<file path="config.mk">
export PLATFORM = sky130hd
export DESIGN_NAME = dl_processor_flat
export DESIGN_NICKNAME = d
export VERILOG_FILES = /design/src/hw/chroni_regs_pkg.sv /design/src/hw/chroni_dl_pkg.sv /design/src/hw/chroni_ifs.sv /design/src/hw/dl_processor.sv /design/src/flat_wrapper.sv
export SDC_FILE = /design/constraint.sdc
export NUM_CORES = 1
export LEC_CHECK = 0
export ABC_CLOCK_PERIOD_IN_PS = 7800
export BUFFER_PORTS_ARGS = -buffer_cell sky130_fd_sc_hd__buf_4
export CAP_MARGIN = 20
export CORE_UTILIZATION = 30
export DETAILED_ROUTE_END_ITERATION = 8
export HOLD_SLACK_MARGIN = 0.08
export MAX_ROUTING_LAYER = met4
export SKIP_LAST_GASP = 1
export SLEW_MARGIN = 20
export SYNTH_ARGS = -nofsm -noshare
export SYNTH_HDL_FRONTEND = slang
export SYNTH_SLANG_ARGS = --single-unit
</file>
<file path="constraint.sdc">
create_clock -name sys_clk -period 7.8 [get_ports sys_clk]
set_input_delay 1.56 -clock sys_clk [delete_from_list [all_inputs] [get_ports sys_clk]]
set_output_delay 1.56 -clock sys_clk [all_outputs]
set_load 0.02 [all_outputs]
</file>
<file path="src/hw/chroni_regs_pkg.sv">
package chroni_regs_pkg;

   localparam logic [8:0] REG_BASE_HI = 9'h120;   // cpu_addr[15:7] of the window at 0x9000

   localparam logic [6:0] REG_DL_LO     = 7'h00;
   localparam logic [6:0] REG_DL_HI     = 7'h01;
   localparam logic [6:0] REG_CHARSET   = 7'h02;
   localparam logic [6:0] REG_PAL_INDEX = 7'h04;
   localparam logic [6:0] REG_PAL_DATA  = 7'h05;
   localparam logic [6:0] REG_VADDR_LO  = 7'h06;
   localparam logic [6:0] REG_VADDR_HI  = 7'h07;
   localparam logic [6:0] REG_VADDR_TOP = 7'h08;   // bit 16 of the byte address
   localparam logic [6:0] REG_VDATA     = 7'h09;
   localparam logic [6:0] REG_BORDER_LO = 7'h1a;
   localparam logic [6:0] REG_BORDER_HI = 7'h1b;

   localparam int COLOR_W      = 16;
   localparam int VRAM_AW      = 16;   // word address
   localparam int VRAM_BYTE_AW = 17;
   localparam int PAL_AW       = 4;

   // palette load sequence: index, low byte, high byte
   localparam logic [1:0] PAL_IDLE = 2'd0;
   localparam logic [1:0] PAL_LO   = 2'd1;
   localparam logic [1:0] PAL_HI   = 2'd2;

endpackage

</file>
<file path="src/hw/chroni_dl_pkg.sv">
package chroni_dl_pkg;

   // a display list word is an instruction or, after a text instruction, an origin
   typedef union packed {
      struct packed {
         logic [2:0] rsvd;
         logic       narrow;   // 32 columns instead of 40
         logic [3:0] mode;
         logic [7:0] lines;
      } instr;
      logic [15:0] addr;
   } dl_word_u;

   localparam logic [3:0] DL_MODE_BLANK = 4'h0;
   localparam logic [3:0] DL_MODE_TEXT  = 4'h2;
   localparam logic [3:0] DL_MODE_END   = 4'hf;

   localparam int LINE_PIXELS = 320;
   localparam int COLS_WIDE   = 40;
   localparam int COLS_NARROW = 32;
   localparam int CHAR_PIXELS = 8;
   localparam int CHAR_ROWS   = 8;

   localparam int PIXEL_CREDITS = 4;

   // text fetch states
   localparam logic [2:0] FT_IDLE = 3'd0;
   localparam logic [2:0] FT_CHAR = 3'd1;
   localparam logic [2:0] FT_ATTR = 3'd2;
   localparam logic [2:0] FT_FONT = 3'd3;
   localparam logic [2:0] FT_DATA = 3'd4;

endpackage

</file>
<file path="src/hw/chroni_ifs.sv">


interface line_cmd_if import chroni_regs_pkg::*; ();
   logic               start;
   logic               blank;
   logic               narrow;
   logic [VRAM_AW-1:0] char_addr;   // word addresses
   logic [VRAM_AW-1:0] attr_addr;
   logic [2:0]         row;
   logic               done;        // with the last pixel

   modport ctrl (
      output start, blank, narrow, char_addr, attr_addr, row,
      input  done
   );
   modport render (
      input  start, blank, narrow, char_addr, attr_addr, row,
      output done
   );
endinterface

</file>
<file path="src/hw/dl_processor.sv">
`timescale 1ns/1ps

module dl_processor
   import chroni_regs_pkg::*;
   import chroni_dl_pkg::*;
(
   input  logic               sys_clk,
   input  logic               reset_n,
   input  logic [VRAM_AW-1:0] dl_base,
   input  logic               frame_start,
   input  logic               line_start,
   input  logic [15:0]        rd_data,
   output logic [VRAM_AW-1:0] dl_addr,
   output logic               dl_rd,
   line_cmd_if.ctrl           cmd
);
   dl_word_u           word;
   logic [VRAM_AW-1:0] ptr;
   logic [VRAM_AW-1:0] row_step;
   logic [3:0]         mode;
   logic [7:0]         lines_left;
   logic [1:0]         widx;    // 0 instruction, 1 char origin, 2 attr origin
   logic               phase;   // read data on its way
   logic               busy;

   assign word     = rd_data;
   assign dl_addr  = ptr;
   // one text row is cols bytes, half as many words
   assign row_step = cmd.narrow ? VRAM_AW'(COLS_NARROW / 2) : VRAM_AW'(COLS_WIDE / 2);

   always_ff @(posedge sys_clk) begin
      if (!reset_n) begin
         ptr        <= '0;
         mode       <= DL_MODE_BLANK;
         lines_left <= '0;
         widx       <= '0;
         phase      <= 1'b0;
         busy       <= 1'b0;
         dl_rd      <= 1'b0;
         cmd.start  <= 1'b0;
         cmd.blank  <= 1'b1;
         cmd.narrow <= 1'b0;
         cmd.row    <= '0;
      end else begin
         cmd.start <= 1'b0;
         if (cmd.done)
            busy <= 1'b0;
         if (frame_start) begin
            ptr        <= dl_base;
            mode       <= DL_MODE_BLANK;
            lines_left <= '0;
            dl_rd      <= 1'b0;
         end else if (line_start) begin
            busy <= 1'b1;
            if (mode == DL_MODE_END || lines_left != 8'd0) begin
               lines_left <= lines_left - 8'd1;
               cmd.start  <= 1'b1;
               cmd.blank  <= mode != DL_MODE_TEXT;
               if (mode == DL_MODE_TEXT) begin
                  cmd.row <= cmd.row + 3'd1;   // wraps after the last font row
                  if (cmd.row == 3'(CHAR_ROWS - 1)) begin
                     cmd.char_addr <= cmd.char_addr + row_step;
                     cmd.attr_addr <= cmd.attr_addr + row_step;
                  end
               end
            end else begin
               dl_rd <= 1'b1;
               widx  <= '0;
               phase <= 1'b0;
            end
         end else if (dl_rd) begin
            phase <= !phase;
            if (!phase) begin
               ptr <= ptr + 1'b1;
            end else begin
               widx <= widx + 2'd1;
               case (widx)
                  2'd0: begin
                     mode       <= word.instr.mode;
                     lines_left <= word.instr.lines - 8'd1;
                     cmd.narrow <= word.instr.narrow;
                     cmd.row    <= '0;
                     if (word.instr.mode != DL_MODE_TEXT) begin   // blank, end or unknown
                        dl_rd     <= 1'b0;
                        cmd.start <= 1'b1;
                        cmd.blank <= 1'b1;
                     end
                  end
                  2'd1: cmd.char_addr <= word.addr;
                  default: begin
                     cmd.attr_addr <= word.addr;
                     cmd.blank     <= 1'b0;
                     cmd.start     <= 1'b1;
                     dl_rd         <= 1'b0;
                  end
               endcase
            end
         end
      end
   end

   a_no_overlap: assert property (@(posedge sys_clk) disable iff (!reset_n)
      line_start |-> !busy)
      else $error("line_start while a line is still in progress");

endmodule

</file>
<file path="src/flat_wrapper.sv">
// flat-port wrapper written by rule: the top's interface ports become plain ports
module dl_processor_flat import chroni_regs_pkg::*; import chroni_dl_pkg::*;
  (sys_clk, reset_n, dl_base, frame_start, line_start, rd_data, dl_addr, dl_rd, cmd_start, cmd_blank, cmd_narrow, cmd_char_addr, cmd_attr_addr, cmd_row, cmd_done);
  line_cmd_if cmd_i ();
  input  logic sys_clk;
  input  logic reset_n;
  input  logic [VRAM_AW-1:0] dl_base;
  input  logic frame_start;
  input  logic line_start;
  input  logic [15:0] rd_data;
  output logic [VRAM_AW-1:0] dl_addr;
  output logic dl_rd;
  output wire logic [$bits(cmd_i.start)-1:0] cmd_start;
  output wire logic [$bits(cmd_i.blank)-1:0] cmd_blank;
  output wire logic [$bits(cmd_i.narrow)-1:0] cmd_narrow;
  output wire logic [$bits(cmd_i.char_addr)-1:0] cmd_char_addr;
  output wire logic [$bits(cmd_i.attr_addr)-1:0] cmd_attr_addr;
  output wire logic [$bits(cmd_i.row)-1:0] cmd_row;
  input wire logic [$bits(cmd_i.done)-1:0] cmd_done;
  assign cmd_start = cmd_i.start;
  assign cmd_blank = cmd_i.blank;
  assign cmd_narrow = cmd_i.narrow;
  assign cmd_char_addr = cmd_i.char_addr;
  assign cmd_attr_addr = cmd_i.attr_addr;
  assign cmd_row = cmd_i.row;
  assign cmd_i.done = cmd_done;
  dl_processor u_core (.sys_clk(sys_clk), .reset_n(reset_n), .dl_base(dl_base), .frame_start(frame_start), .line_start(line_start), .rd_data(rd_data), .dl_addr(dl_addr), .dl_rd(dl_rd), .cmd(cmd_i));
endmodule
</file>
==> results.toml <==
[drt]
wl_per_cell_um = 14.4
num_vias = 3555
vias_per_cell = 5.03
drc = 0
ant_nets = 0
drtIter0Drc = 264
routed_wl_mm = 10.2
drt_pass1_iterations = 4

[placed_design]
gp_congestion = 0.822
place_hpwl_mm = 7.38
pre_cts_slack_ns = 3.89
dpl.cell_count = 691
port-buffer-count = 90
place_area_um2 = 4770

[cells_and_area]
drive_gt1_frac = 0.215
area_growth_pct = 29.3
nNetsFinal = 577
fin_cells = 707
diodes = 0
nFillCells = 1286
fin_area_um2 = 5090

[floorplanning]
coreArea_um2 = 12700
die_width_um = 117
boundaryPins = 92
start_util = 0.310
die-height_um = 117
rows = 41
dieArea_um2 = 13600

[worst_setup_path]
critPathMaxStageDelay_ns = 0.54
startpoint_type = "input port"
crit_type = "input port to flop"
reg2reg_slack_ns = 5.62
slowest_stage = "buf_4"
critical-path-top-delay-family = "buffers and inverters"
cp.buffers_inverters = 3
reg2reg_depth = 7
critical_path.max_fanout = 69
cp_cell_sequence = "buf_4, inv_1, a21oi_1, nand2_1, a21oi_1, buf_4"
rr_endpoint = "u_core.lines_left[4]$_SDFFE_PP0P_"
crit_arrival_ns = 3.62
rr_startpoint = "u_core.widx[0]$_SDFFE_PN0P_"
cp.required_ns = 7.82
end_kind = "flop"

[synthesis]
ys_seq_area_frac = 0.437
synth_commonest_cells = "nand2_1, a21oi_1, dfxtp_1"
yosysMostFrequentCell = "nand2_1"
synthArstFlopShare = 0
synth_warnings = 0
yosys_most_used_dff = "dfxtp_1"
synthTopCellsByArea = "edfxtp_1, dfxtp_1, a21oi_1"
synth.top_cell.area_share = 0.244
ys_seq_elements = 70
synth.largest_area_cell = "edfxtp_1"
syn_nets = 492
synth_edf_count = 32
synthDistinctLibCells = 57
syn_inst = 445
synth_area_um2 = 3940
post_synth.cell_area_avg_um2 = 8.85

[pwr]
peakVddDrop_v = 0.0000741
p_total_uw = 922
p_per_area_nw_per_um2 = 181
leakagePower_uw = 0.00192

[grt]
grt_usage = 0.161
grt_antenna_before_repair = 0
grt_pass1_wl_mm = 16.5
first_global_vias = 3351
grt_overflow = 0
grt_max_degree = 70

[sta]
skew_ns = 0.00967
period_minus_slack_ns = 3.60
rsz0062_at_grt = "no"
slew_headroom = 0.525
worst_slew_pin_slew_ns = 0.712
finalMaxSlewViolations = 0
finalHoldViolCount = 0
period_share = 0.462
max_freq_mhz = 278
finalSetupViolations = 0
timing.final.ws_setup_ns = 4.20
tns_ns = 0

[clock_network]
clk_latency_ns = 0.33
clock_sinks = 70
cts_hold_buf = 0
cts_tree = "built"
cts_setup_buffers = 0
cts_resized = 0
cts-root-buf = "clkbuf_16"
cts_max_level = 3
clock_path_buffers = 2
clk_pin_slew_ns = 0.05
cts_made_buffers = 9

[hold_path]
hold_path.startpoint = "u_core.cmd.row[2]$_SDFFE_PN0P_"
whs_path_depth = 2
min_to = "u_core.cmd.row[2]$_SDFFE_PN0P_"
hold_path_class = "flop to flop"

[flow_run]
cap_violations = 0

[status]
outcome = "finished clean"
## worst max path at each step
stage | start | to | cells past startpoint
floorplan | line_start | u_core.cmd.attr_addr[10]$_DFFE_PP_ | 5
global placement | line_start | u_core.cmd.attr_addr[3]$_DFFE_PP_ | 6
detailed placement | line_start | u_core.cmd.attr_addr[2]$_DFFE_PP_ | 6
CTS | line_start | u_core.cmd.char_addr[15]$_DFFE_PP_ | 6
global route | line_start | u_core.cmd.attr_addr[2]$_DFFE_PP_ | 6
finish | line_start | u_core.cmd.char_addr[12]$_DFFE_PP_ | 6
## stage by stage
step | hold slack, ns | util
finish | 0.490 | 0.400
detailed placement | 0.479 | 0.375
global placement | 0.475 | 0.375
floorplan | 0.463 | -
global route | 0.523 | 0.400
CTS | 0.487 | 0.400
## logic make-up (layout without fill, tap and decap cells)
family | Yosys count | after routing | share of synthesized area
adder cells (fa/ha/maj) | 10 | 10 | 0.0318
AND/OR/NAND/NOR | 183 | 183 | 0.235
flip-flops | 70 | 70 | 0.437
XOR/XNOR | 37 | 37 | 0.0823
buffers and inverters | 30 | 120 | 0.0308
multiplexers | 3 | 3 | 0.00763
AO/OA/AOI/OAI | 112 | 112 | 0.175
## tightest hold or removal path: cells and delay by family, from the launching register on
kind / cells / cell delay (ns)
flops: 1 / 0.32
compound gates: 1 / 0.06
simple gates: 1 / 0.06
## area by class of cell
type                       instances  area (um^2)  share of cell area
multi-input combinational        345         2090               0.412
clock buffer                      10          229              0.0450
timing repair buffer              92          691               0.136
sequential                        70         1720               0.338
tap                              172          215              0.0423
inverter                          12         45.0             0.00885
clock inverter                     6         93.8              0.0184
## layout by cell type, fill, tap and decap left out, types with 4 or more instances in the layout
cell type and count:
xor2_1 20, nand4_1 5, inv_1 12, buf_4 92, nand3_1 15, and3_1 4
xnor2_1 17, nor2b_1 7, nand2b_1 11, clkbuf_16 9, ha_1 10, o21ai_0 25
a21oi_1 50, nand2_1 65, nor3_1 21, edfxtp_1 32, o22ai_1 6, nor2_1 30
dfxtp_1 38, and2_1 5
## where the power goes
group | total, uW | internal [uW] | switching (uW)
clock | 443 | 282 | 161
combinational | 81.2 | 35.5 | 45.6
sequential | 398 | 390 | 8.35
## routing by layer
layer  track usage  vias to the layer above  routed length [um]
met5             -                        -                   0
met4        0.0388                        0                 112
met3        0.0410                       15                 681
met2         0.252                      127                4490
met1         0.208                     1633                4890
li1              -                     1780                   -
## flip-flops by register name (all words and copies together) (netlist names), 2 cells and up
signal,flops
u_core.cmd.attr_addr,16
u_core.lines_left,8
u_core.cmd.row,3
u_core.cmd.char_addr,16
u_core.mode,4
u_core.dl_addr,16
u_core.widx,2
No activity file was read; power rests on OpenSTA's default activity.
