--- src/hw/chroni_regs_pkg.sv ---
package chroni_regs_pkg;

   localparam logic [8:0] REG_BASE_HI = 9'h120;   // cpu_addr[15:7] of the window at 0x9000

   localparam logic [6:0] REG_DL_LO     = 7'h00;
   localparam logic [6:0] REG_DL_HI     = 7'h01;
   localparam logic [6:0] REG_CHARSET   = 7'h02;
   localparam logic [6:0] REG_PAL_INDEX = 7'h04;
   localparam logic [6:0] REG_PAL_DATA  = 7'h05;
   localparam logic [6:0] REG_VADDR_LO  = 7'h06;
   localparam logic [6:0] REG_VADDR_HI  = 7'h07;
   localparam logic [6:0] REG_VADDR_TOP = 7'h08;   // bit 16 of the byte address
   localparam logic [6:0] REG_VDATA     = 7'h09;
   localparam logic [6:0] REG_BORDER_LO = 7'h1a;
   localparam logic [6:0] REG_BORDER_HI = 7'h1b;

   localparam int COLOR_W      = 16;
   localparam int VRAM_AW      = 16;   // word address
   localparam int VRAM_BYTE_AW = 17;
   localparam int PAL_AW       = 4;

   // palette load sequence: index, low byte, high byte
   localparam logic [1:0] PAL_IDLE = 2'd0;
   localparam logic [1:0] PAL_LO   = 2'd1;
   localparam logic [1:0] PAL_HI   = 2'd2;

endpackage

--- src/hw/chroni_ifs.sv ---
`timescale 1ns/1ps

interface vram_wr_if import chroni_regs_pkg::*; ();
   logic               wr_en;
   logic [VRAM_AW-1:0] addr;
   logic [1:0]         byte_en;   // exactly one lane per write
   logic [15:0]        wr_data;   // byte copied to both lanes

   modport cpu (output wr_en, output addr, output byte_en, output wr_data);
   modport mem (input wr_en, input addr, input byte_en, input wr_data);
endinterface


--- src/hw/cpu_regs.sv ---
`timescale 1ns/1ps

module cpu_regs
   import chroni_regs_pkg::*;
(
   input  logic               sys_clk,
   input  logic               reset_n,
   input  logic [15:0]        cpu_addr,
   input  logic [7:0]         cpu_wr_data,
   input  logic               cpu_wr_en,
   output logic [7:0]         cpu_rd_data,
   output logic [VRAM_AW-1:0] dl_base,
   output logic [7:0]         charset_base,
   output logic [COLOR_W-1:0] border_color,
   output logic               pal_wr_en,
   output logic [PAL_AW-1:0]  pal_wr_addr,
   output logic [COLOR_W-1:0] pal_wr_data,
   vram_wr_if.cpu             vram_wr
);
   logic                    reg_cs;
   logic [6:0]              reg_off;
   logic [VRAM_BYTE_AW-1:0] vaddr;
   logic [PAL_AW-1:0]       pal_index;
   logic [7:0]              pal_lo;
   logic [1:0]              pal_state;

   assign reg_cs  = cpu_addr[15:7] == REG_BASE_HI;
   assign reg_off = cpu_addr[6:0];

   always_ff @(posedge sys_clk) begin
      if (!reset_n) begin
         dl_base       <= '0;
         charset_base  <= '0;
         border_color  <= '0;
         vaddr         <= '0;
         pal_index     <= '0;
         pal_state     <= PAL_IDLE;
         pal_wr_en     <= 1'b0;
         vram_wr.wr_en <= 1'b0;
      end else begin
         pal_wr_en     <= 1'b0;
         vram_wr.wr_en <= 1'b0;
         if (reg_cs && cpu_wr_en) begin
            case (reg_off)
               REG_DL_LO:     dl_base[7:0] <= cpu_wr_data;
               REG_DL_HI:     dl_base[15:8] <= cpu_wr_data;
               REG_CHARSET:   charset_base <= cpu_wr_data;
               REG_VADDR_LO:  vaddr[7:0] <= cpu_wr_data;
               REG_VADDR_HI:  vaddr[15:8] <= cpu_wr_data;
               REG_VADDR_TOP: vaddr[16] <= cpu_wr_data[0];
               REG_BORDER_LO: border_color[7:0] <= cpu_wr_data;
               REG_BORDER_HI: border_color[15:8] <= cpu_wr_data;
               REG_PAL_INDEX: begin
                  pal_index <= cpu_wr_data[PAL_AW-1:0];
                  pal_state <= PAL_LO;
               end
               REG_PAL_DATA: begin
                  if (pal_state == PAL_LO) begin
                     pal_lo    <= cpu_wr_data;
                     pal_state <= PAL_HI;
                  end else if (pal_state == PAL_HI) begin
                     pal_wr_en   <= 1'b1;
                     pal_wr_addr <= pal_index;
                     pal_wr_data <= {cpu_wr_data, pal_lo};
                     pal_index   <= pal_index + 1'b1;   // next pair fills the next entry
                     pal_state   <= PAL_LO;
                  end
               end
               REG_VDATA: begin
                  vram_wr.wr_en   <= 1'b1;
                  vram_wr.addr    <= vaddr[VRAM_BYTE_AW-1:1];
                  vram_wr.byte_en <= vaddr[0] ? 2'b10 : 2'b01;   // odd byte is the high lane
                  vram_wr.wr_data <= {cpu_wr_data, cpu_wr_data};
                  vaddr           <= vaddr + 1'b1;
               end
               default: ;
            endcase
         end
      end
   end

   always_ff @(posedge sys_clk) begin
      if (reg_cs) begin
         case (reg_off)
            REG_DL_LO:     cpu_rd_data <= dl_base[7:0];
            REG_DL_HI:     cpu_rd_data <= dl_base[15:8];
            REG_CHARSET:   cpu_rd_data <= charset_base;
            REG_PAL_INDEX: cpu_rd_data <= {4'd0, pal_index};
            REG_VADDR_LO:  cpu_rd_data <= vaddr[7:0];
            REG_VADDR_HI:  cpu_rd_data <= vaddr[15:8];
            REG_VADDR_TOP: cpu_rd_data <= {7'd0, vaddr[16]};
            REG_BORDER_LO: cpu_rd_data <= border_color[7:0];
            REG_BORDER_HI: cpu_rd_data <= border_color[15:8];
            default:       cpu_rd_data <= 8'h00;
         endcase
      end
   end

endmodule

--- src/flat_wrapper.sv ---
// flat-port wrapper written by rule: the top's interface ports become plain ports
module cpu_regs_flat import chroni_regs_pkg::*;
  (sys_clk, reset_n, cpu_addr, cpu_wr_data, cpu_wr_en, cpu_rd_data, dl_base, charset_base, border_color, pal_wr_en, pal_wr_addr, pal_wr_data, vram_wr_wr_en, vram_wr_addr, vram_wr_byte_en, vram_wr_wr_data);
  vram_wr_if vram_wr_i ();
  input  logic sys_clk;
  input  logic reset_n;
  input  logic [15:0] cpu_addr;
  input  logic [7:0] cpu_wr_data;
  input  logic cpu_wr_en;
  output logic [7:0] cpu_rd_data;
  output logic [VRAM_AW-1:0] dl_base;
  output logic [7:0] charset_base;
  output logic [COLOR_W-1:0] border_color;
  output logic pal_wr_en;
  output logic [PAL_AW-1:0] pal_wr_addr;
  output logic [COLOR_W-1:0] pal_wr_data;
  output wire logic [$bits(vram_wr_i.wr_en)-1:0] vram_wr_wr_en;
  output wire logic [$bits(vram_wr_i.addr)-1:0] vram_wr_addr;
  output wire logic [$bits(vram_wr_i.byte_en)-1:0] vram_wr_byte_en;
  output wire logic [$bits(vram_wr_i.wr_data)-1:0] vram_wr_wr_data;
  assign vram_wr_wr_en = vram_wr_i.wr_en;
  assign vram_wr_addr = vram_wr_i.addr;
  assign vram_wr_byte_en = vram_wr_i.byte_en;
  assign vram_wr_wr_data = vram_wr_i.wr_data;
  cpu_regs u_core (.sys_clk(sys_clk), .reset_n(reset_n), .cpu_addr(cpu_addr), .cpu_wr_data(cpu_wr_data), .cpu_wr_en(cpu_wr_en), .cpu_rd_data(cpu_rd_data), .dl_base(dl_base), .charset_base(charset_base), .border_color(border_color), .pal_wr_en(pal_wr_en), .pal_wr_addr(pal_wr_addr), .pal_wr_data(pal_wr_data), .vram_wr(vram_wr_i));
endmodule
--- config.mk ---
export PLATFORM = sky130hd
export DESIGN_NAME = cpu_regs_flat
export DESIGN_NICKNAME = d
export VERILOG_FILES = /design/src/hw/chroni_regs_pkg.sv /design/src/hw/chroni_ifs.sv /design/src/hw/cpu_regs.sv /design/src/flat_wrapper.sv
export SDC_FILE = /design/constraint.sdc
export NUM_CORES = 1
export LEC_CHECK = 0
export BUFFER_PORTS_ARGS = -buffer_cell sky130_fd_sc_hd__buf_2
export CORE_MARGIN = 1.5
export CORE_UTILIZATION = 45
export DETAILED_ROUTE_END_ITERATION = 8
export MAX_ROUTING_LAYER = met4
export PLACE_DENSITY_LB_ADDON = 0.08
export SETUP_SLACK_MARGIN = 0.05
export SLEW_MARGIN = 20
export SYNTH_ARGS = -nofsm -noshare
export SYNTH_HDL_FRONTEND = slang
export SYNTH_SLANG_ARGS = --single-unit
export TNS_END_PERCENT = 50
--- constraint.sdc ---
create_clock -name sys_clk -period 8.3 [get_ports sys_clk]
set_input_delay 1.66 -clock sys_clk [delete_from_list [all_inputs] [get_ports sys_clk]]
set_output_delay 1.66 -clock sys_clk [all_outputs]
set_load 0.005 [all_outputs]
==> results.cfg, run 1 <==
[outcome]
outcome = finished, final reports clean

[pwr]
p_sw_uw = 298
powerDensity_nw_per_um2 = 214
pwr-share-comb_pct = 3.1
vdd_drop_max_mv = 0.128
p_int_mw = 1.17
clockPowerShare_pct = 52.5
totalPowerFinal_mw = 1.47
pwr-share-seq_pct = 44.4
leakage_nw = 2.53
swShare_pct = 20.3

[sta]
maxSlewHeadroom_pct = 32.2
rsz0062_at_grt = false
hold_viol = 0
fin_ws_ns = 3.66
fmax_mhz = 215
slew_violations = 0
setup_tns_ns = 0
worst_pin_slew_ns = 1.02
setup_viol = 0
skew_ns = 0.0110
min_period_ns = 4.64
finalCritPeriodShare_pct = 55.9

[cts]
cts_tree = yes
cts.clk_slew.worst_paths_ns = 0.06
hold_buffers = 0
post_cts_buffers = 0
numCtsBuffers = 17
cts.path.max_buffers = 2
htree_levels = 4
cts-resized-gates = 0
cts_sinks = 127
cts-root-buf = clkbuf_16
clock_latency_ns = 0.42

[critical_path]
cp_top_family = simple AND/OR/NAND/NOR gates
path_buf_inv = 2
end_kind = flop
cp.required_ns = 8.39
critPathMaxStageDelay_ns = 0.83
r2r_end = u_core.vaddr[16]$_SDFFE_PN0P_
rr_worst_depth = 6
crit_fanout = 28
crit_path_top_delay_cell = nand3_1
worst_setup_path_start_kind = input pin
cp_cell_sequence = buf_2 > nor2b_1 > nand3_1 > nor3_2 > buf_4
critPathKind = input pin to flop
r2r_start = u_core.vaddr[0]$_SDFFE_PN0P_
r2r_setup_slack_ns = 6.16
crit_arrival_ns = 4.73

[flow_run]
cap_viol_max_count = 0

[routing]
routed_via_density = 5.68
wl_per_cell_um = 19.1
top_layer_used = met4
wl_met1_mm = 6.76
drc = 0
routed_wl_mm = 15.7
drtPass1Iterations = 5
dr_wl_met2_mm = 7.53
num_vias = 4661
ant_nets = 0
drtIter0Drc = 252
met3_length_mm = 1.16

[place]
gp_congestion = 0.865
port_buffers = 130
pre_cts_ws_ns = 3.32
dp_hpwl_mm = 10.6

[global_routing]
grt_max_degree = 58
grt_pass1_vias = 4240
grt_first_pass_wirelength_mm = 23.8
grtUsageTotal_pct = 25.4
antenna_found_initial = 0
grt.overflow.total = 0

[cells_and_area]
ff_latch_area_um2 = 3160
area_delta_synth_final_pct = 23.3
fin_util_pct = 56.9
drive_gt1_share_pct = 28.0
multiInputGateArea_um2 = 2200
fin_nets = 669
antenna_cells = 0
fill_cells = 1065

[synthesis]
synth_area_leaders = edfxtp_1, dfxtp_1, mux2i_1
yosys-top-cells-count = nand2_1, dfxtp_1, edfxtp_1
yosysWarnings = 0
synth_edf_count = 62
syn-num-nets = 555
synthArstFlopShare_pct = 0
yosysTopAreaCellShare_pct = 33.4
avgSynthCellArea_um2 = 10.6
synthCells = 526
synth_ff_type = dfxtp_1
synth_most_common_cell = nand2_1
seq_area_frac_synth_pct = 56.8
synth_area_um2 = 5570
yosys.area.top_type = edfxtp_1
synth_seq_cells = 127
yosysUniqueCellTypes = 65

[floorplan]
die_w_um = 114
rows = 40
start_util_pct = 46.2
pin_count = 131
die_h_um = 114
core_area_um2 = 12100
die_area_um2 = 13000

[hold_path]
holdPathEnd = u_core.pal_wr_data[6]$_DFFE_PP_
worstHoldPathType = flop to flop
hold_depth = 0
hold_start = u_core.pal_lo[6]$_DFFE_PP_
## worst max-delay path by stage
stage	startpoint	to	slack (ns)	cells past startpoint
global placement	cpu_addr[0]	u_core.vram_wr.wr_data[14]$_DFFE_PP_	3.51	5
floorplan	cpu_addr[0]	u_core.vram_wr.addr[0]$_DFFE_PP_	3.50	6
CTS	cpu_addr[0]	u_core.vram_wr.wr_data[14]$_DFFE_PP_	3.74	5
detailed placement	cpu_addr[0]	u_core.vram_wr.wr_data[7]$_DFFE_PP_	3.32	5
global route	cpu_addr[0]	u_core.vram_wr.wr_data[7]$_DFFE_PP_	3.44	5
finish	cpu_addr[0]	u_core.vram_wr.wr_data[14]$_DFFE_PP_	3.66	5
## area by class of cell
class                      count  area share (%)
clock buffer                  20            6.50
clock inverter                12            2.42
inverter                       3           0.164
multi-input combinational    359            32.1
sequential                   127            46.1
tap                          168            3.06
timing repair buffer         132            9.69
## worst register-to-register path, stage by stage, from the launching register on
cell,delay [ns]
dfxtp_1,0.51
ha_1,0.25
nand3_1,0.20
nor2_1,0.42
nand4_1,0.14
a2111o_1,0.42
a21oi_1,0.13
## flip-flops by register name, summed over array words and instances (netlist names)
register,count
u_core.dl_base,16
u_core.pal_state,2
u_core.charset_base,8
u_core.vram_wr.wr_data,8
u_core.border_color,16
u_core.pal_wr_en,1
u_core.vram_wr.wr_en,1
u_core.vram_wr.byte_en,2
u_core.pal_lo,8
u_core.cpu_rd_data,8
u_core.pal_wr_addr,4
u_core.vram_wr.addr,16
u_core.pal_index,4
u_core.pal_wr_data,16
u_core.vaddr,17
## routing by layer
layer	global-route usage [%]	vias to the layer above
met5	-	-
met4	8.08	0
met3	6.25	20
met2	38.8	213
met1	33.5	2254
li1	-	2174
## placed cells by master (no fill, tap or decap), types with 5 or more instances in the layout
cell	netlist	final
buf_2	9	130
nand2_1	74	74
dfxtp_1	65	65
edfxtp_1	62	62
a21oi_1	47	47
nor2_1	41	40
mux2i_1	28	28
nand3_1	25	25
o21ai_0	18	18
clkbuf_16	0	17
a31oi_1	7	7
o22ai_1	6	6
a221oi_1	6	6
o211ai_1	6	6
nand2b_1	6	6
nand4_1	6	6
nor3_2	3	5
a21o_1	5	5
clkinv_2	0	5
## power by group through the flow
| stage | clock [mW] | combinational [mW] | sequential [mW] |
|---|---|---|---|
| floorplan | 0 | 0.0235 | 0.667 |
| global placement | 0 | 0.0432 | 0.667 |
| detailed placement | 0 | 0.0443 | 0.667 |
| CTS | 0.780 | 0.0445 | 0.654 |
| global route | 0.807 | 0.0481 | 0.653 |
| finish | 0.772 | 0.0452 | 0.654 |
## stage by stage
| step | cells | hold WS [ns] | area, um2 |
|---|---|---|---|
| 2_1_floorplan | 526 | 0.400 | 5570 |
| 3_3_place_gp | 789 | 0.400 | 6240 |
| 3_5_place_dp | 789 | 0.405 | 6250 |
| 4_1_cts | 821 | 0.418 | 6860 |
| 5_1_grt | 821 | 0.422 | 6870 |
| 6_report | 821 | 0.419 | 6870 |
## kinds of logic after synthesis
kind of cell | count (synthesis) | synth area share [%]
mux | 28 | 5.03
fa+ha+maj | 2 | 0.449
buf+inv | 40 | 3.91
flops | 127 | 56.8
compound gates | 127 | 14.9
simple gates | 202 | 18.9
Power figures use the tool's default switching activity.
==> run 2: changes to the inputs <==
==> constraint.sdc (replaced) <==
create_clock -name sys_clk -period 4.8 [get_ports sys_clk]
set_input_delay 0.96 -clock sys_clk [delete_from_list [all_inputs] [get_ports sys_clk]]
set_output_delay 0.96 -clock sys_clk [all_outputs]
set_load 0.005 [all_outputs]
==> run 2 against run 1 <==
Compared with the run above: non-clock buffer count increased by 3; combinational power up 71%; die area did not move; wire length fell by 1.5%; utilization is 0.32 points lower; hold slack lost 0.0030 ns; clock power up 55%; sequential cell count unchanged; sequential share of layout area rose by 0.26 points; largest power group unchanged; total power up 64%; critical path type unchanged; via count is 1.3% lower; clock skew shrank 0.0048 ns.
==> results.cfg, run 2 (same netlist as run 1, synthesis figures left out) <==
[outcome]
outcome = finished, final reports clean

[floorplan]
rows = 40
die_area_um2 = 13000
start_util_pct = 46.2
die_h_um = 114
core_area_um2 = 12100
pin_count = 131
die_w_um = 114

[critical_path]
worst_setup_path_start_kind = input pin
rr_worst_depth = 6
crit_arrival_ns = 3.14
crit_cells = 6
cp_top_family = simple AND/OR/NAND/NOR gates
cp_cell_sequence = buf_2 > nor2b_1 > nand3_1 > buf_4 > nor3_2 > buf_4
path_buf_inv = 3
crit_fanout = 26
end_kind = flop
crit_path_top_delay_cell = nor2b_1
critPathKind = input pin to flop
critPathMaxStageDelay_ns = 0.70
cp.required_ns = 4.88
worst_path_most_repeated_cell = buf_4

[sta]
min_period_ns = 3.06
fmax_mhz = 327
maxSlewHeadroom_pct = 33.2
setup_viol = 0
worst_pin_slew_ns = 1.00
slew_violations = 0
rsz0062_at_grt = false
whs_ns = 0.416
setup_tns_ns = 0
finalCritPeriodShare_pct = 63.7
hold_viol = 0
skew_ns = 0.00616

[routing]
wl_per_cell_um = 18.7
top_layer_used = met4
routed_via_density = 5.58
wl_met1_mm = 7.04
met3_length_um = 894
dr_wl_met2_mm = 7.36
routed_wl_mm = 15.5
drtPass1Iterations = 5
num_vias = 4602
ant_nets = 0
drc = 0
drtIter0Drc = 344

[global_routing]
grt.overflow.total = 0
grt_first_pass_wirelength_mm = 23.5
grtUsageTotal_pct = 25.0
antenna_found_initial = 1
grt_pass1_vias = 4166
grt_max_degree = 57

[cells_and_area]
largest_register = u_core.vaddr
layout_common_cells = buf_2, nand2_1, dfxtp_1
final_common_cell = buf_2
area_delta_synth_final_pct = 22.7
largest_register_ffs = 17
fin_nets = 672
fill_cells = 1074
drive_gt1_share_pct = 28.0

[pwr]
p_int_mw = 1.90
leakage_nw = 2.51
pwr-share-comb_pct = 3.2
clockPowerShare_pct = 49.9
p_sw_uw = 507
swShare_pct = 21.0
totalPowerFinal_mw = 2.41
vdd_drop_max_mv = 0.171
powerDensity_nw_per_um2 = 353
pwr-share-seq_pct = 46.9

[place]
dp_hpwl_mm = 10.5
port_buffers = 130
gp_congestion = 0.898

[cts]
cts_tree = yes
cts.path.max_buffers = 2
cts_sinks = 127
cts.clk_slew.worst_paths_ns = 0.05
clock_latency_ns = 0.41
cts-resized-gates = 0
numCtsBuffers = 17
post_cts_buffers = 0
hold_buffers = 0
cts-root-buf = clkbuf_16
htree_levels = 4

[hold_path]
worstHoldPathType = flop to flop
hold_depth = 0

[flow_run]
cap_viol_max_count = 0
[run 2: cell types whose count changed in the layout (fill, tap and decap cells not counted)]
| cell | before | now |
|---|---|---|
| clkinv_1 | 1 | 2 |
| buf_4 | 2 | 5 |
| clkinv_4 | 1 | 0 |
| diode_2 | 0 | 1 |
| clkbuf_8 | 1 | 0 |
| clkinvlp_4 | 0 | 2 |
| nor3b_2 | 1 | 0 |
| clkinv_2 | 5 | 6 |
| bufinv_16 | 4 | 2 |
| nor3b_1 | 3 | 4 |
[run 2: power by group through the flow]
stage	Sequential (mW)	Combinational (mW)	Clock (mW)
6_report	1.13	0.0772	1.20
5_1_grt	1.13	0.0825	1.27
4_1_cts	1.13	0.0769	1.22
3_5_place_dp	1.15	0.0767	0
3_3_place_gp	1.15	0.0759	0
2_1_floorplan	1.15	0.0407	0
[run 2: through the flow]
stage | utilization [%] | cells | worst slack, ns | cell area (um2)
finish | 56.6 | 825 | 1.74 | 6830
global route | 56.6 | 825 | 1.54 | 6830
global placement | 52.0 | 792 | 1.41 | 6270
detailed placement | 52.0 | 792 | 1.31 | 6270
floorplan | - | 526 | 0.702 | 5570
CTS | 56.6 | 824 | 1.74 | 6820
[run 2: cell type report]
type	count	area (um2)	share of cell area (%)
Sequential cell	127	3160	46.3
Multi-Input combinational cell	359	2200	32.2
Timing Repair Buffer	135	688	10.1
Clock buffer	19	433	6.34
Tap cell	168	210	3.08
Clock inverter	13	121	1.78
Inverter	3	11.3	0.165
Antenna cell	1	2.50	0.0366
[run 2: final timing paths]
check	startpoint	end	slack, ns
min	u_core.pal_lo[3]$_DFFE_PP_	u_core.pal_wr_data[3]$_DFFE_PP_	0.42
min reg2reg	u_core.pal_lo[3]$_DFFE_PP_	u_core.pal_wr_data[3]$_DFFE_PP_	0.42
max	cpu_addr[1]	u_core.vram_wr.wr_data[14]$_DFFE_PP_	1.74
max reg2reg	u_core.vaddr[0]$_SDFFE_PN0P_	u_core.vaddr[16]$_SDFFE_PN0P_	2.59
[run 2: per-layer routing]
layer  vias to the layer above  track usage, %
met5                         -               -
met4                         0            7.58
met3                        15            5.03
met2                       179            38.7
met1                      2234            33.4
li1                       2174               -
