[src/hw/chroni_regs_pkg.sv]
package chroni_regs_pkg;

   localparam logic [8:0] REG_BASE_HI = 9'h120;   // cpu_addr[15:7] of the window at 0x9000

   localparam logic [6:0] REG_DL_LO     = 7'h00;
   localparam logic [6:0] REG_DL_HI     = 7'h01;
   localparam logic [6:0] REG_CHARSET   = 7'h02;
   localparam logic [6:0] REG_PAL_INDEX = 7'h04;
   localparam logic [6:0] REG_PAL_DATA  = 7'h05;
   localparam logic [6:0] REG_VADDR_LO  = 7'h06;
   localparam logic [6:0] REG_VADDR_HI  = 7'h07;
   localparam logic [6:0] REG_VADDR_TOP = 7'h08;   // bit 16 of the byte address
   localparam logic [6:0] REG_VDATA     = 7'h09;
   localparam logic [6:0] REG_BORDER_LO = 7'h1a;
   localparam logic [6:0] REG_BORDER_HI = 7'h1b;

   localparam int COLOR_W      = 16;
   localparam int VRAM_AW      = 16;   // word address
   localparam int VRAM_BYTE_AW = 17;
   localparam int PAL_AW       = 4;

   // palette load sequence: index, low byte, high byte
   localparam logic [1:0] PAL_IDLE = 2'd0;
   localparam logic [1:0] PAL_LO   = 2'd1;
   localparam logic [1:0] PAL_HI   = 2'd2;

endpackage

[src/hw/chroni_dl_pkg.sv]
package chroni_dl_pkg;

   // a display list word is an instruction or, after a text instruction, an origin
   typedef union packed {
      struct packed {
         logic [2:0] rsvd;
         logic       narrow;   // 32 columns instead of 40
         logic [3:0] mode;
         logic [7:0] lines;
      } instr;
      logic [15:0] addr;
   } dl_word_u;

   localparam logic [3:0] DL_MODE_BLANK = 4'h0;
   localparam logic [3:0] DL_MODE_TEXT  = 4'h2;
   localparam logic [3:0] DL_MODE_END   = 4'hf;

   localparam int LINE_PIXELS = 320;
   localparam int COLS_WIDE   = 40;
   localparam int COLS_NARROW = 32;
   localparam int CHAR_PIXELS = 8;
   localparam int CHAR_ROWS   = 8;

   localparam int PIXEL_CREDITS = 4;

   // text fetch states
   localparam logic [2:0] FT_IDLE = 3'd0;
   localparam logic [2:0] FT_CHAR = 3'd1;
   localparam logic [2:0] FT_ATTR = 3'd2;
   localparam logic [2:0] FT_FONT = 3'd3;
   localparam logic [2:0] FT_DATA = 3'd4;

endpackage

[src/hw/chroni_ifs.sv]


interface line_cmd_if import chroni_regs_pkg::*; ();
   logic               start;
   logic               blank;
   logic               narrow;
   logic [VRAM_AW-1:0] char_addr;   // word addresses
   logic [VRAM_AW-1:0] attr_addr;
   logic [2:0]         row;
   logic               done;        // with the last pixel

   modport ctrl (
      output start, blank, narrow, char_addr, attr_addr, row,
      input  done
   );
   modport render (
      input  start, blank, narrow, char_addr, attr_addr, row,
      output done
   );
endinterface

[src/hw/text_renderer.sv]
`timescale 1ns/1ps

module text_renderer
   import chroni_regs_pkg::*;
   import chroni_dl_pkg::*;
(
   input  logic               sys_clk,
   input  logic               reset_n,
   input  logic [7:0]         charset_base,
   input  logic [COLOR_W-1:0] border_color,
   input  logic               pal_wr_en,
   input  logic [PAL_AW-1:0]  pal_wr_addr,
   input  logic [COLOR_W-1:0] pal_wr_data,
   input  logic [15:0]        rd_data,
   input  logic               pixel_credit,
   output logic [VRAM_AW-1:0] txt_addr,
   output logic               pixel_valid,
   output logic               pixel_last,
   output logic [COLOR_W-1:0] pixel_color,
   line_cmd_if.render         cmd
);
   logic [COLOR_W-1:0]      palette [0:(1<<PAL_AW)-1];
   logic [2:0]              fstate;
   logic [VRAM_BYTE_AW-1:0] rd_byte;   // byte address being fetched
   logic                    sel;
   logic [7:0]              rd_b;
   logic [5:0]              col;
   logic [5:0]              cols;
   logic [7:0]              nxt_bits;
   logic [7:0]              nxt_attr;
   logic                    nxt_full;
   logic [7:0]              sh_bits;
   logic [7:0]              sh_attr;
   logic [3:0]              sh_cnt;
   logic [8:0]              pix_left;
   logic [2:0]              credits;
   logic                    fire;
   logic                    load;

   assign txt_addr = rd_byte[VRAM_BYTE_AW-1:1];
   assign rd_b     = sel ? rd_data[15:8] : rd_data[7:0];
   assign cols     = cmd.narrow ? 6'(COLS_NARROW) : 6'(COLS_WIDE);
   assign fire     = pix_left != 9'd0 && credits != 3'd0 && (cmd.blank || sh_cnt != 4'd0);
   assign load     = nxt_full && (sh_cnt == 4'd0 || (sh_cnt == 4'd1 && fire));

   // per column: char byte, attr byte, then font byte
   always_ff @(posedge sys_clk) begin
      if (!reset_n) begin
         fstate   <= FT_IDLE;
         col      <= '0;
         nxt_full <= 1'b0;
      end else begin
         if (load)
            nxt_full <= 1'b0;
         if (cmd.start) begin
            col     <= '0;
            rd_byte <= {cmd.char_addr, 1'b0};
            fstate  <= cmd.blank ? FT_IDLE : FT_CHAR;
         end else begin
            case (fstate)
               FT_CHAR:
                  if (!nxt_full) begin   // stall while a font byte is still waiting
                     rd_byte <= {cmd.attr_addr, 1'b0} + col;
                     fstate  <= FT_ATTR;
                  end
               FT_ATTR: begin
                  rd_byte <= {7'(charset_base[6:0] + rd_b[7]), rd_b[6:0], cmd.row};
                  fstate  <= FT_FONT;
               end
               FT_FONT:
                  fstate <= FT_DATA;
               FT_DATA: begin
                  nxt_full <= 1'b1;
                  if (col == cols - 6'd1) begin
                     fstate <= FT_IDLE;
                  end else begin
                     col     <= col + 6'd1;
                     rd_byte <= {cmd.char_addr, 1'b0} + col + 6'd1;
                     fstate  <= FT_CHAR;
                  end
               end
               default: ;
            endcase
         end
      end
   end

   always_ff @(posedge sys_clk) begin
      sel <= rd_byte[0];   // lane of the word arriving next cycle
      if (pal_wr_en)
         palette[pal_wr_addr] <= pal_wr_data;
      if (fstate == FT_FONT)
         nxt_attr <= rd_b;
      if (fstate == FT_DATA)
         nxt_bits <= rd_b;
      if (load) begin
         sh_bits <= nxt_bits;
         sh_attr <= nxt_attr;
      end else if (fire) begin
         sh_bits <= sh_bits << 1;
      end
      // font bit 1 picks the low attr nibble
      if (fire)
         pixel_color <= cmd.blank ? border_color
                                  : palette[sh_bits[7] ? sh_attr[3:0] : sh_attr[7:4]];
   end

   always_ff @(posedge sys_clk) begin
      if (!reset_n) begin
         pix_left    <= '0;
         sh_cnt      <= '0;
         credits     <= 3'(PIXEL_CREDITS);
         pixel_valid <= 1'b0;
         pixel_last  <= 1'b0;
         cmd.done    <= 1'b0;
      end else begin
         pixel_valid <= fire;
         pixel_last  <= fire && pix_left == 9'd1;
         cmd.done    <= fire && pix_left == 9'd1;
         credits     <= credits - 3'(fire) + 3'(pixel_credit);
         if (cmd.start)
            pix_left <= cmd.blank ? 9'(LINE_PIXELS) : 9'(cols * CHAR_PIXELS);
         else if (fire)
            pix_left <= pix_left - 9'd1;
         if (load)
            sh_cnt <= 4'(CHAR_PIXELS);
         else if (fire && !cmd.blank)
            sh_cnt <= sh_cnt - 4'd1;
      end
   end

   a_credit_max: assert property (@(posedge sys_clk) disable iff (!reset_n)
      credits <= 3'(PIXEL_CREDITS))
      else $error("more credits returned than pixels sent");

endmodule

[src/flat_wrapper.sv]
// flat-port wrapper written by rule: the top's interface ports become plain ports
module text_renderer_flat import chroni_regs_pkg::*; import chroni_dl_pkg::*;
  (sys_clk, reset_n, charset_base, border_color, pal_wr_en, pal_wr_addr, pal_wr_data, rd_data, pixel_credit, txt_addr, pixel_valid, pixel_last, pixel_color, cmd_start, cmd_blank, cmd_narrow, cmd_char_addr, cmd_attr_addr, cmd_row, cmd_done);
  line_cmd_if cmd_i ();
  input  logic sys_clk;
  input  logic reset_n;
  input  logic [7:0] charset_base;
  input  logic [COLOR_W-1:0] border_color;
  input  logic pal_wr_en;
  input  logic [PAL_AW-1:0] pal_wr_addr;
  input  logic [COLOR_W-1:0] pal_wr_data;
  input  logic [15:0] rd_data;
  input  logic pixel_credit;
  output logic [VRAM_AW-1:0] txt_addr;
  output logic pixel_valid;
  output logic pixel_last;
  output logic [COLOR_W-1:0] pixel_color;
  input wire logic [$bits(cmd_i.start)-1:0] cmd_start;
  input wire logic [$bits(cmd_i.blank)-1:0] cmd_blank;
  input wire logic [$bits(cmd_i.narrow)-1:0] cmd_narrow;
  input wire logic [$bits(cmd_i.char_addr)-1:0] cmd_char_addr;
  input wire logic [$bits(cmd_i.attr_addr)-1:0] cmd_attr_addr;
  input wire logic [$bits(cmd_i.row)-1:0] cmd_row;
  output wire logic [$bits(cmd_i.done)-1:0] cmd_done;
  assign cmd_i.start = cmd_start;
  assign cmd_i.blank = cmd_blank;
  assign cmd_i.narrow = cmd_narrow;
  assign cmd_i.char_addr = cmd_char_addr;
  assign cmd_i.attr_addr = cmd_attr_addr;
  assign cmd_i.row = cmd_row;
  assign cmd_done = cmd_i.done;
  text_renderer u_core (.sys_clk(sys_clk), .reset_n(reset_n), .charset_base(charset_base), .border_color(border_color), .pal_wr_en(pal_wr_en), .pal_wr_addr(pal_wr_addr), .pal_wr_data(pal_wr_data), .rd_data(rd_data), .pixel_credit(pixel_credit), .txt_addr(txt_addr), .pixel_valid(pixel_valid), .pixel_last(pixel_last), .pixel_color(pixel_color), .cmd(cmd_i));
endmodule
[config.mk]
export PLATFORM = sky130hd
export DESIGN_NAME = text_renderer_flat
export DESIGN_NICKNAME = d
export VERILOG_FILES = /design/src/hw/chroni_regs_pkg.sv /design/src/hw/chroni_dl_pkg.sv /design/src/hw/chroni_ifs.sv /design/src/hw/text_renderer.sv /design/src/flat_wrapper.sv
export SDC_FILE = /design/constraint.sdc
export NUM_CORES = 1
export LEC_CHECK = 0
export ABC_AREA = 1
export BUFFER_PORTS_ARGS = -buffer_cell sky130_fd_sc_hd__buf_4
export CELL_PAD_IN_SITES_DETAIL_PLACEMENT = 0
export CELL_PAD_IN_SITES_GLOBAL_PLACEMENT = 1
export CORE_MARGIN = 5
export CORE_UTILIZATION = 25
export DETAILED_ROUTE_END_ITERATION = 10
export HOLD_SLACK_MARGIN = 0.15
export PLACE_DENSITY_LB_ADDON = 0.3
export SYNTH_ARGS = -nofsm -noshare
export SYNTH_HDL_FRONTEND = slang
export SYNTH_SLANG_ARGS = --single-unit
[constraint.sdc]
create_clock -name sys_clk -period 3.83 [get_ports sys_clk]
set_clock_uncertainty 0.1 [all_clocks]
set_input_delay 0.5745 -clock sys_clk [delete_from_list [all_inputs] [get_ports sys_clk]]
set_output_delay 0.5745 -clock sys_clk [all_outputs]
set_load 0.01 [all_outputs]
==> metrics.txt <==
# TYPE chip_impl_metric gauge
chip_impl_metric{name="grt_start_max_net_pins",unit=""} 161
chip_impl_metric{name="routed_wl",unit="um"} 48700
chip_impl_metric{name="post_drt_antenna_nets",unit=""} 0
chip_impl_metric{name="first_pass_iters",unit=""} 5
chip_impl_metric{name="dr_wl_met2",unit="um"} 23200
chip_impl_metric{name="top_level_ports",unit=""} 137
chip_impl_info{name="path_class",value="flop to flop"} 1
chip_impl_metric{name="global_placer_s_final_weighted_congestion",unit=""} 0.839
chip_impl_metric{name="maxSlewViolCount",unit=""} 0
chip_impl_info{name="worst_setup_path_end_kind",value="flop"} 1
chip_impl_metric{name="route.detailed.drc",unit=""} 0
chip_impl_metric{name="synth_area_per_cell",unit="sq um"} 9.52
chip_impl_metric{name="area.growth.synth_to_final",unit="%"} 21.2
chip_impl_info{name="outcome",value="complete, no violations"} 1
chip_impl_metric{name="setup_viol",unit=""} 0
chip_impl_metric{name="start_util",unit=""} 0.252
chip_impl_metric{name="synth_seq_area_share",unit=""} 0.615
chip_impl_metric{name="fraction_of_final_layout_cells_sized_beyond_drive_strength_1",unit=""} 0.140
chip_impl_metric{name="worst_pin_slew",unit="ns"} 0.902
chip_impl_metric{name="vias",unit=""} 12028
chip_impl_info{name="cts_tree",value="built"} 1
chip_impl_info{name="yosys_most_used_dff",value="sky130_fd_sc_hd__edfxtp_1"} 1
chip_impl_metric{name="grt_first_pass_wirelength",unit="um"} 73500
chip_impl_metric{name="synth_edf_count",unit=""} 321
chip_impl_metric{name="detail_route.iter0.violations",unit=""} 817
chip_impl_metric{name="final-hold-violation-count",unit=""} 0
chip_impl_metric{name="grt.total_usage",unit=""} 0.135
chip_impl_metric{name="timing.slew.headroom",unit=""} 0.398
chip_impl_metric{name="dr_wl_met3",unit="um"} 2960
chip_impl_metric{name="static-leakage-power",unit="nW"} 8.44
chip_impl_info{name="hold_path.class",value="primary input to flop"} 1
chip_impl_metric{name="period_needed",unit="ns"} 2.91
chip_impl_metric{name="postSynth.asyncResetShare",unit=""} 0
chip_impl_metric{name="fin_setup_tns",unit="ns"} 0
chip_impl_metric{name="seqCellArea",unit="sq um"} 10200
chip_impl_metric{name="synth.lib_cells_used.distinct",unit=""} 44
chip_impl_metric{name="wirelength_met1",unit="um"} 21400
chip_impl_metric{name="fp.dieW",unit="um"} 268
chip_impl_metric{name="die_height",unit="um"} 268
chip_impl_metric{name="synth_area",unit="sq um"} 16600
chip_impl_metric{name="clock_sink_count",unit=""} 350
chip_impl_metric{name="final_util",unit=""} 0.306
chip_impl_metric{name="cp_data_required_time",unit="ns"} 4.18
chip_impl_metric{name="synthesis.nets",unit=""} 1871
chip_impl_metric{name="n_fill_cell",unit=""} 6896
chip_impl_metric{name="io_buffers",unit=""} 135
chip_impl_metric{name="preCtsSetupSlack",unit="ns"} 0.738
chip_impl_info{name="cts_root_buf",value="sky130_fd_sc_hd__clkbuf_16"} 1
chip_impl_metric{name="netlist_instances",unit=""} 1745
chip_impl_metric{name="first_global_vias",unit=""} 11983
chip_impl_metric{name="clkLatencyLatePin",unit="ns"} 0.58
chip_impl_metric{name="post_detailed_route_wirelength_per_cell",unit="um"} 17.5
chip_impl_metric{name="hpwlAfterDp",unit="um"} 30600
chip_impl_info{name="top_layer_used",value="met5"} 1
chip_impl_metric{name="core.rowCount",unit=""} 94
chip_impl_metric{name="grt_antenna_before_repair",unit=""} 7
chip_impl_metric{name="layout_worst_path_cycle_share",unit=""} 0.759
chip_impl_metric{name="max_clock_buf_depth",unit=""} 3
chip_impl_metric{name="synthesis.yosys.warnings",unit=""} 0
chip_impl_metric{name="vias_per_cell",unit=""} 4.32
chip_impl_info{name="start_kind",value="flop"} 1
chip_impl_metric{name="drv_cap",unit=""} 0
chip_impl_metric{name="worst_setup_hold_path_clk_slew",unit="ns"} 0.06
chip_impl_metric{name="core",unit="sq um"} 65900
chip_impl_metric{name="power_density",unit="nW/um^2"} 623
chip_impl_metric{name="fp.dieArea",unit="sq um"} 71700
chip_impl_metric{name="ir_worst_vdd",unit="mV"} 0.328
chip_impl_metric{name="finalNetCount",unit=""} 2013
chip_impl_metric{name="multi_input_comb_area",unit="sq um"} 5170
chip_impl_metric{name="ctsHtreeMaxLevel",unit=""} 2
chip_impl_metric{name="setup_ws",unit="ns"} 0.924
chip_impl_metric{name="globalRoute.totalOverflow",unit=""} 0
chip_impl_metric{name="fmax",unit="GHz"} 0.344
chip_impl_metric{name="ys_ff_latch",unit=""} 350
chip_impl_metric{name="cts-buffers-inserted",unit=""} 42
chip_impl_metric{name="postLayoutCellArea",unit="sq um"} 20100
chip_impl_metric{name="timing.critical_path.arrival",unit="ns"} 3.26
chip_impl_metric{name="dpl-instance-area",unit="sq um"} 18500
chip_impl_info{name="rsz0062_at_grt",value="false"} 1
chip_impl_metric{name="path_max_fanout",unit=""} 42
cell usage after synthesis, types with 4 or more instances:
cell                       number  area share
sky130_fd_sc_hd__buf_4         20      0.0090
sky130_fd_sc_hd__inv_2          8      0.0018
sky130_fd_sc_hd__ha_1          21       0.016
sky130_fd_sc_hd__mux2_2         4      0.0027
sky130_fd_sc_hd__a21oi_1       32      0.0096
sky130_fd_sc_hd__nand2_1      632        0.14
sky130_fd_sc_hd__nand3_1      205       0.062
sky130_fd_sc_hd__edfxtp_1     321        0.58
sky130_fd_sc_hd__nand4_1        6      0.0023
sky130_fd_sc_hd__nor3_1        10      0.0030
sky130_fd_sc_hd__buf_6          6      0.0041
sky130_fd_sc_hd__o211ai_1      34       0.015
sky130_fd_sc_hd__mux2i_1        4      0.0024
sky130_fd_sc_hd__xor2_1         7      0.0037
sky130_fd_sc_hd__o21ai_0       23      0.0069
sky130_fd_sc_hd__clkbuf_1      13      0.0029
sky130_fd_sc_hd__nand3b_1      10      0.0045
sky130_fd_sc_hd__inv_1        208       0.047
sky130_fd_sc_hd__dfxtp_1       29       0.035
sky130_fd_sc_hd__nor2_1        75       0.017
sky130_fd_sc_hd__buf_2         40       0.012
sky130_fd_sc_hd__or2_2          4      0.0015
cells in the final DEF (no fill, tap or decap), types with 2 or more instances in the layout:
| master | Yosys | final |
|---|---|---|
| sky130_fd_sc_hd__nand3_1 | 205 | 205 |
| sky130_fd_sc_hd__or2_2 | 4 | 4 |
| sky130_fd_sc_hd__nand2_1 | 632 | 632 |
| sky130_fd_sc_hd__nor3_1 | 10 | 10 |
| sky130_fd_sc_hd__mux2i_1 | 4 | 4 |
| sky130_fd_sc_hd__clkinv_2 | 0 | 2 |
| sky130_fd_sc_hd__o21bai_1 | 2 | 2 |
| sky130_fd_sc_hd__ha_1 | 21 | 21 |
| sky130_fd_sc_hd__inv_2 | 8 | 8 |
| sky130_fd_sc_hd__dlygate4sd3_1 | 0 | 15 |
| sky130_fd_sc_hd__xor2_1 | 7 | 7 |
| sky130_fd_sc_hd__inv_1 | 208 | 208 |
| sky130_fd_sc_hd__mux2_2 | 4 | 4 |
| sky130_fd_sc_hd__o211ai_1 | 34 | 34 |
| sky130_fd_sc_hd__nor3_4 | 2 | 2 |
| sky130_fd_sc_hd__inv_6 | 0 | 3 |
| sky130_fd_sc_hd__nor2_4 | 1 | 5 |
| sky130_fd_sc_hd__buf_4 | 20 | 159 |
| sky130_fd_sc_hd__nor2_2 | 0 | 12 |
| sky130_fd_sc_hd__nand3b_1 | 10 | 10 |
| sky130_fd_sc_hd__nand2_2 | 3 | 3 |
| sky130_fd_sc_hd__bufinv_16 | 0 | 6 |
| sky130_fd_sc_hd__edfxtp_1 | 321 | 321 |
| sky130_fd_sc_hd__clkinv_4 | 0 | 5 |
| sky130_fd_sc_hd__clkbuf_16 | 0 | 42 |
| sky130_fd_sc_hd__buf_12 | 0 | 3 |
| sky130_fd_sc_hd__dfxtp_1 | 29 | 29 |
| sky130_fd_sc_hd__o21ai_2 | 3 | 2 |
| sky130_fd_sc_hd__clkbuf_1 | 13 | 8 |
| sky130_fd_sc_hd__a21oi_1 | 32 | 32 |
| sky130_fd_sc_hd__nor3b_1 | 2 | 2 |
| sky130_fd_sc_hd__nor2_1 | 75 | 59 |
| sky130_fd_sc_hd__fa_1 | 3 | 3 |
| sky130_fd_sc_hd__diode_2 | 0 | 2 |
| sky130_fd_sc_hd__o21ai_0 | 23 | 23 |
| sky130_fd_sc_hd__nand4_1 | 6 | 6 |
| sky130_fd_sc_hd__clkinv_1 | 2 | 9 |
layout make-up:
type / instances / area share
flip-flops and latches: 350 / 0.508
multi-input cells: 1097 / 0.257
repair buffers: 177 / 0.0697
clock buffers: 51 / 0.0544
well taps: 864 / 0.0537
inverters: 219 / 0.0410
clock inverters: 25 / 0.0167
diodes: 2 / 0.000249
logic make-up (layout without fill, tap and decap cells):
group,after synthesis,in the layout,share of synthesized area
xor+xnor,8,8,0.00422
flops,350,350,0.615
simple gates,956,956,0.240
compound gates,101,101,0.0379
buf+inv,298,472,0.0778
mux,8,8,0.00512
fa+ha+maj,24,24,0.0194
other cells,0,2,0
what timing repair did:
action | CTS | global route
gates resized for setup | 0 | 0
hold buffers | 15 | 0
endpoints found under the hold margin | 16 | 0
setup buffers | 0 | 0
setup endpoints to repair | 0 | 0
through the flow:
| step | hold WS, ns | instances | total power, mW |
|---|---|---|---|
| finish | 0.197 | 2785 | 12.6 |
| global route | 0.184 | 2783 | 13.4 |
| CTS | 0.159 | 2783 | 12.8 |
| detailed placement | 0.244 | 2692 | 8.57 |
| global placement | 0.230 | 2692 | 8.54 |
| floorplan | 0.223 | 1745 | 7.25 |
worst max-delay path: stages (launching register included):
cell and delay [ns]:
sky130_fd_sc_hd__edfxtp_1 0.54, sky130_fd_sc_hd__o21ai_4 0.74, sky130_fd_sc_hd__buf_4 0.60, sky130_fd_sc_hd__nand2_1 0.11
sky130_fd_sc_hd__nand3_1 0.08, sky130_fd_sc_hd__nand3_1 0.10, sky130_fd_sc_hd__nand2_1 0.26, sky130_fd_sc_hd__nand2_1 0.13
sky130_fd_sc_hd__nand2_1 0.07
metal layers:
| metal | GRT usage | vias up |
|---|---|---|
| met5 | 0 | - |
| met4 | 0.0370 | 10 |
| met3 | 0.0317 | 75 |
| met2 | 0.227 | 254 |
| met1 | 0.175 | 5653 |
| li1 | - | 6036 |
state kept, by name (all words and copies together) (netlist names), 4 cells and up:
name                cells
u_core.palette        256
u_core.rd_byte         17
u_core.nxt_attr         8
u_core.sh_cnt           4
u_core.col              6
u_core.sh_bits          8
u_core.sh_attr          8
u_core.pix_left         9
u_core.pixel_color     16
u_core.nxt_bits         8
report_power, final:
group / total [mW] / internal [mW] / switching, mW
registers: 4.74 / 4.60 / 0.141
logic: 3.65 / 1.16 / 2.49
clock network: 4.16 / 2.47 / 1.69
path summary, 6_finish.rpt:
kind	startpoint	to	slack, ns	depth (start not counted)
max	u_core.sh_bits[7]	u_core.pixel_color[6]	0.92	8
min	border_color[15]	u_core.pixel_color[15]	0.20	3
max reg2reg	u_core.sh_bits[7]	u_core.pixel_color[6]	0.92	8
min reg2reg	u_core.rd_byte[0]	u_core.sel	0.25	0
Note: power is estimated with default switching activity, not from simulation.
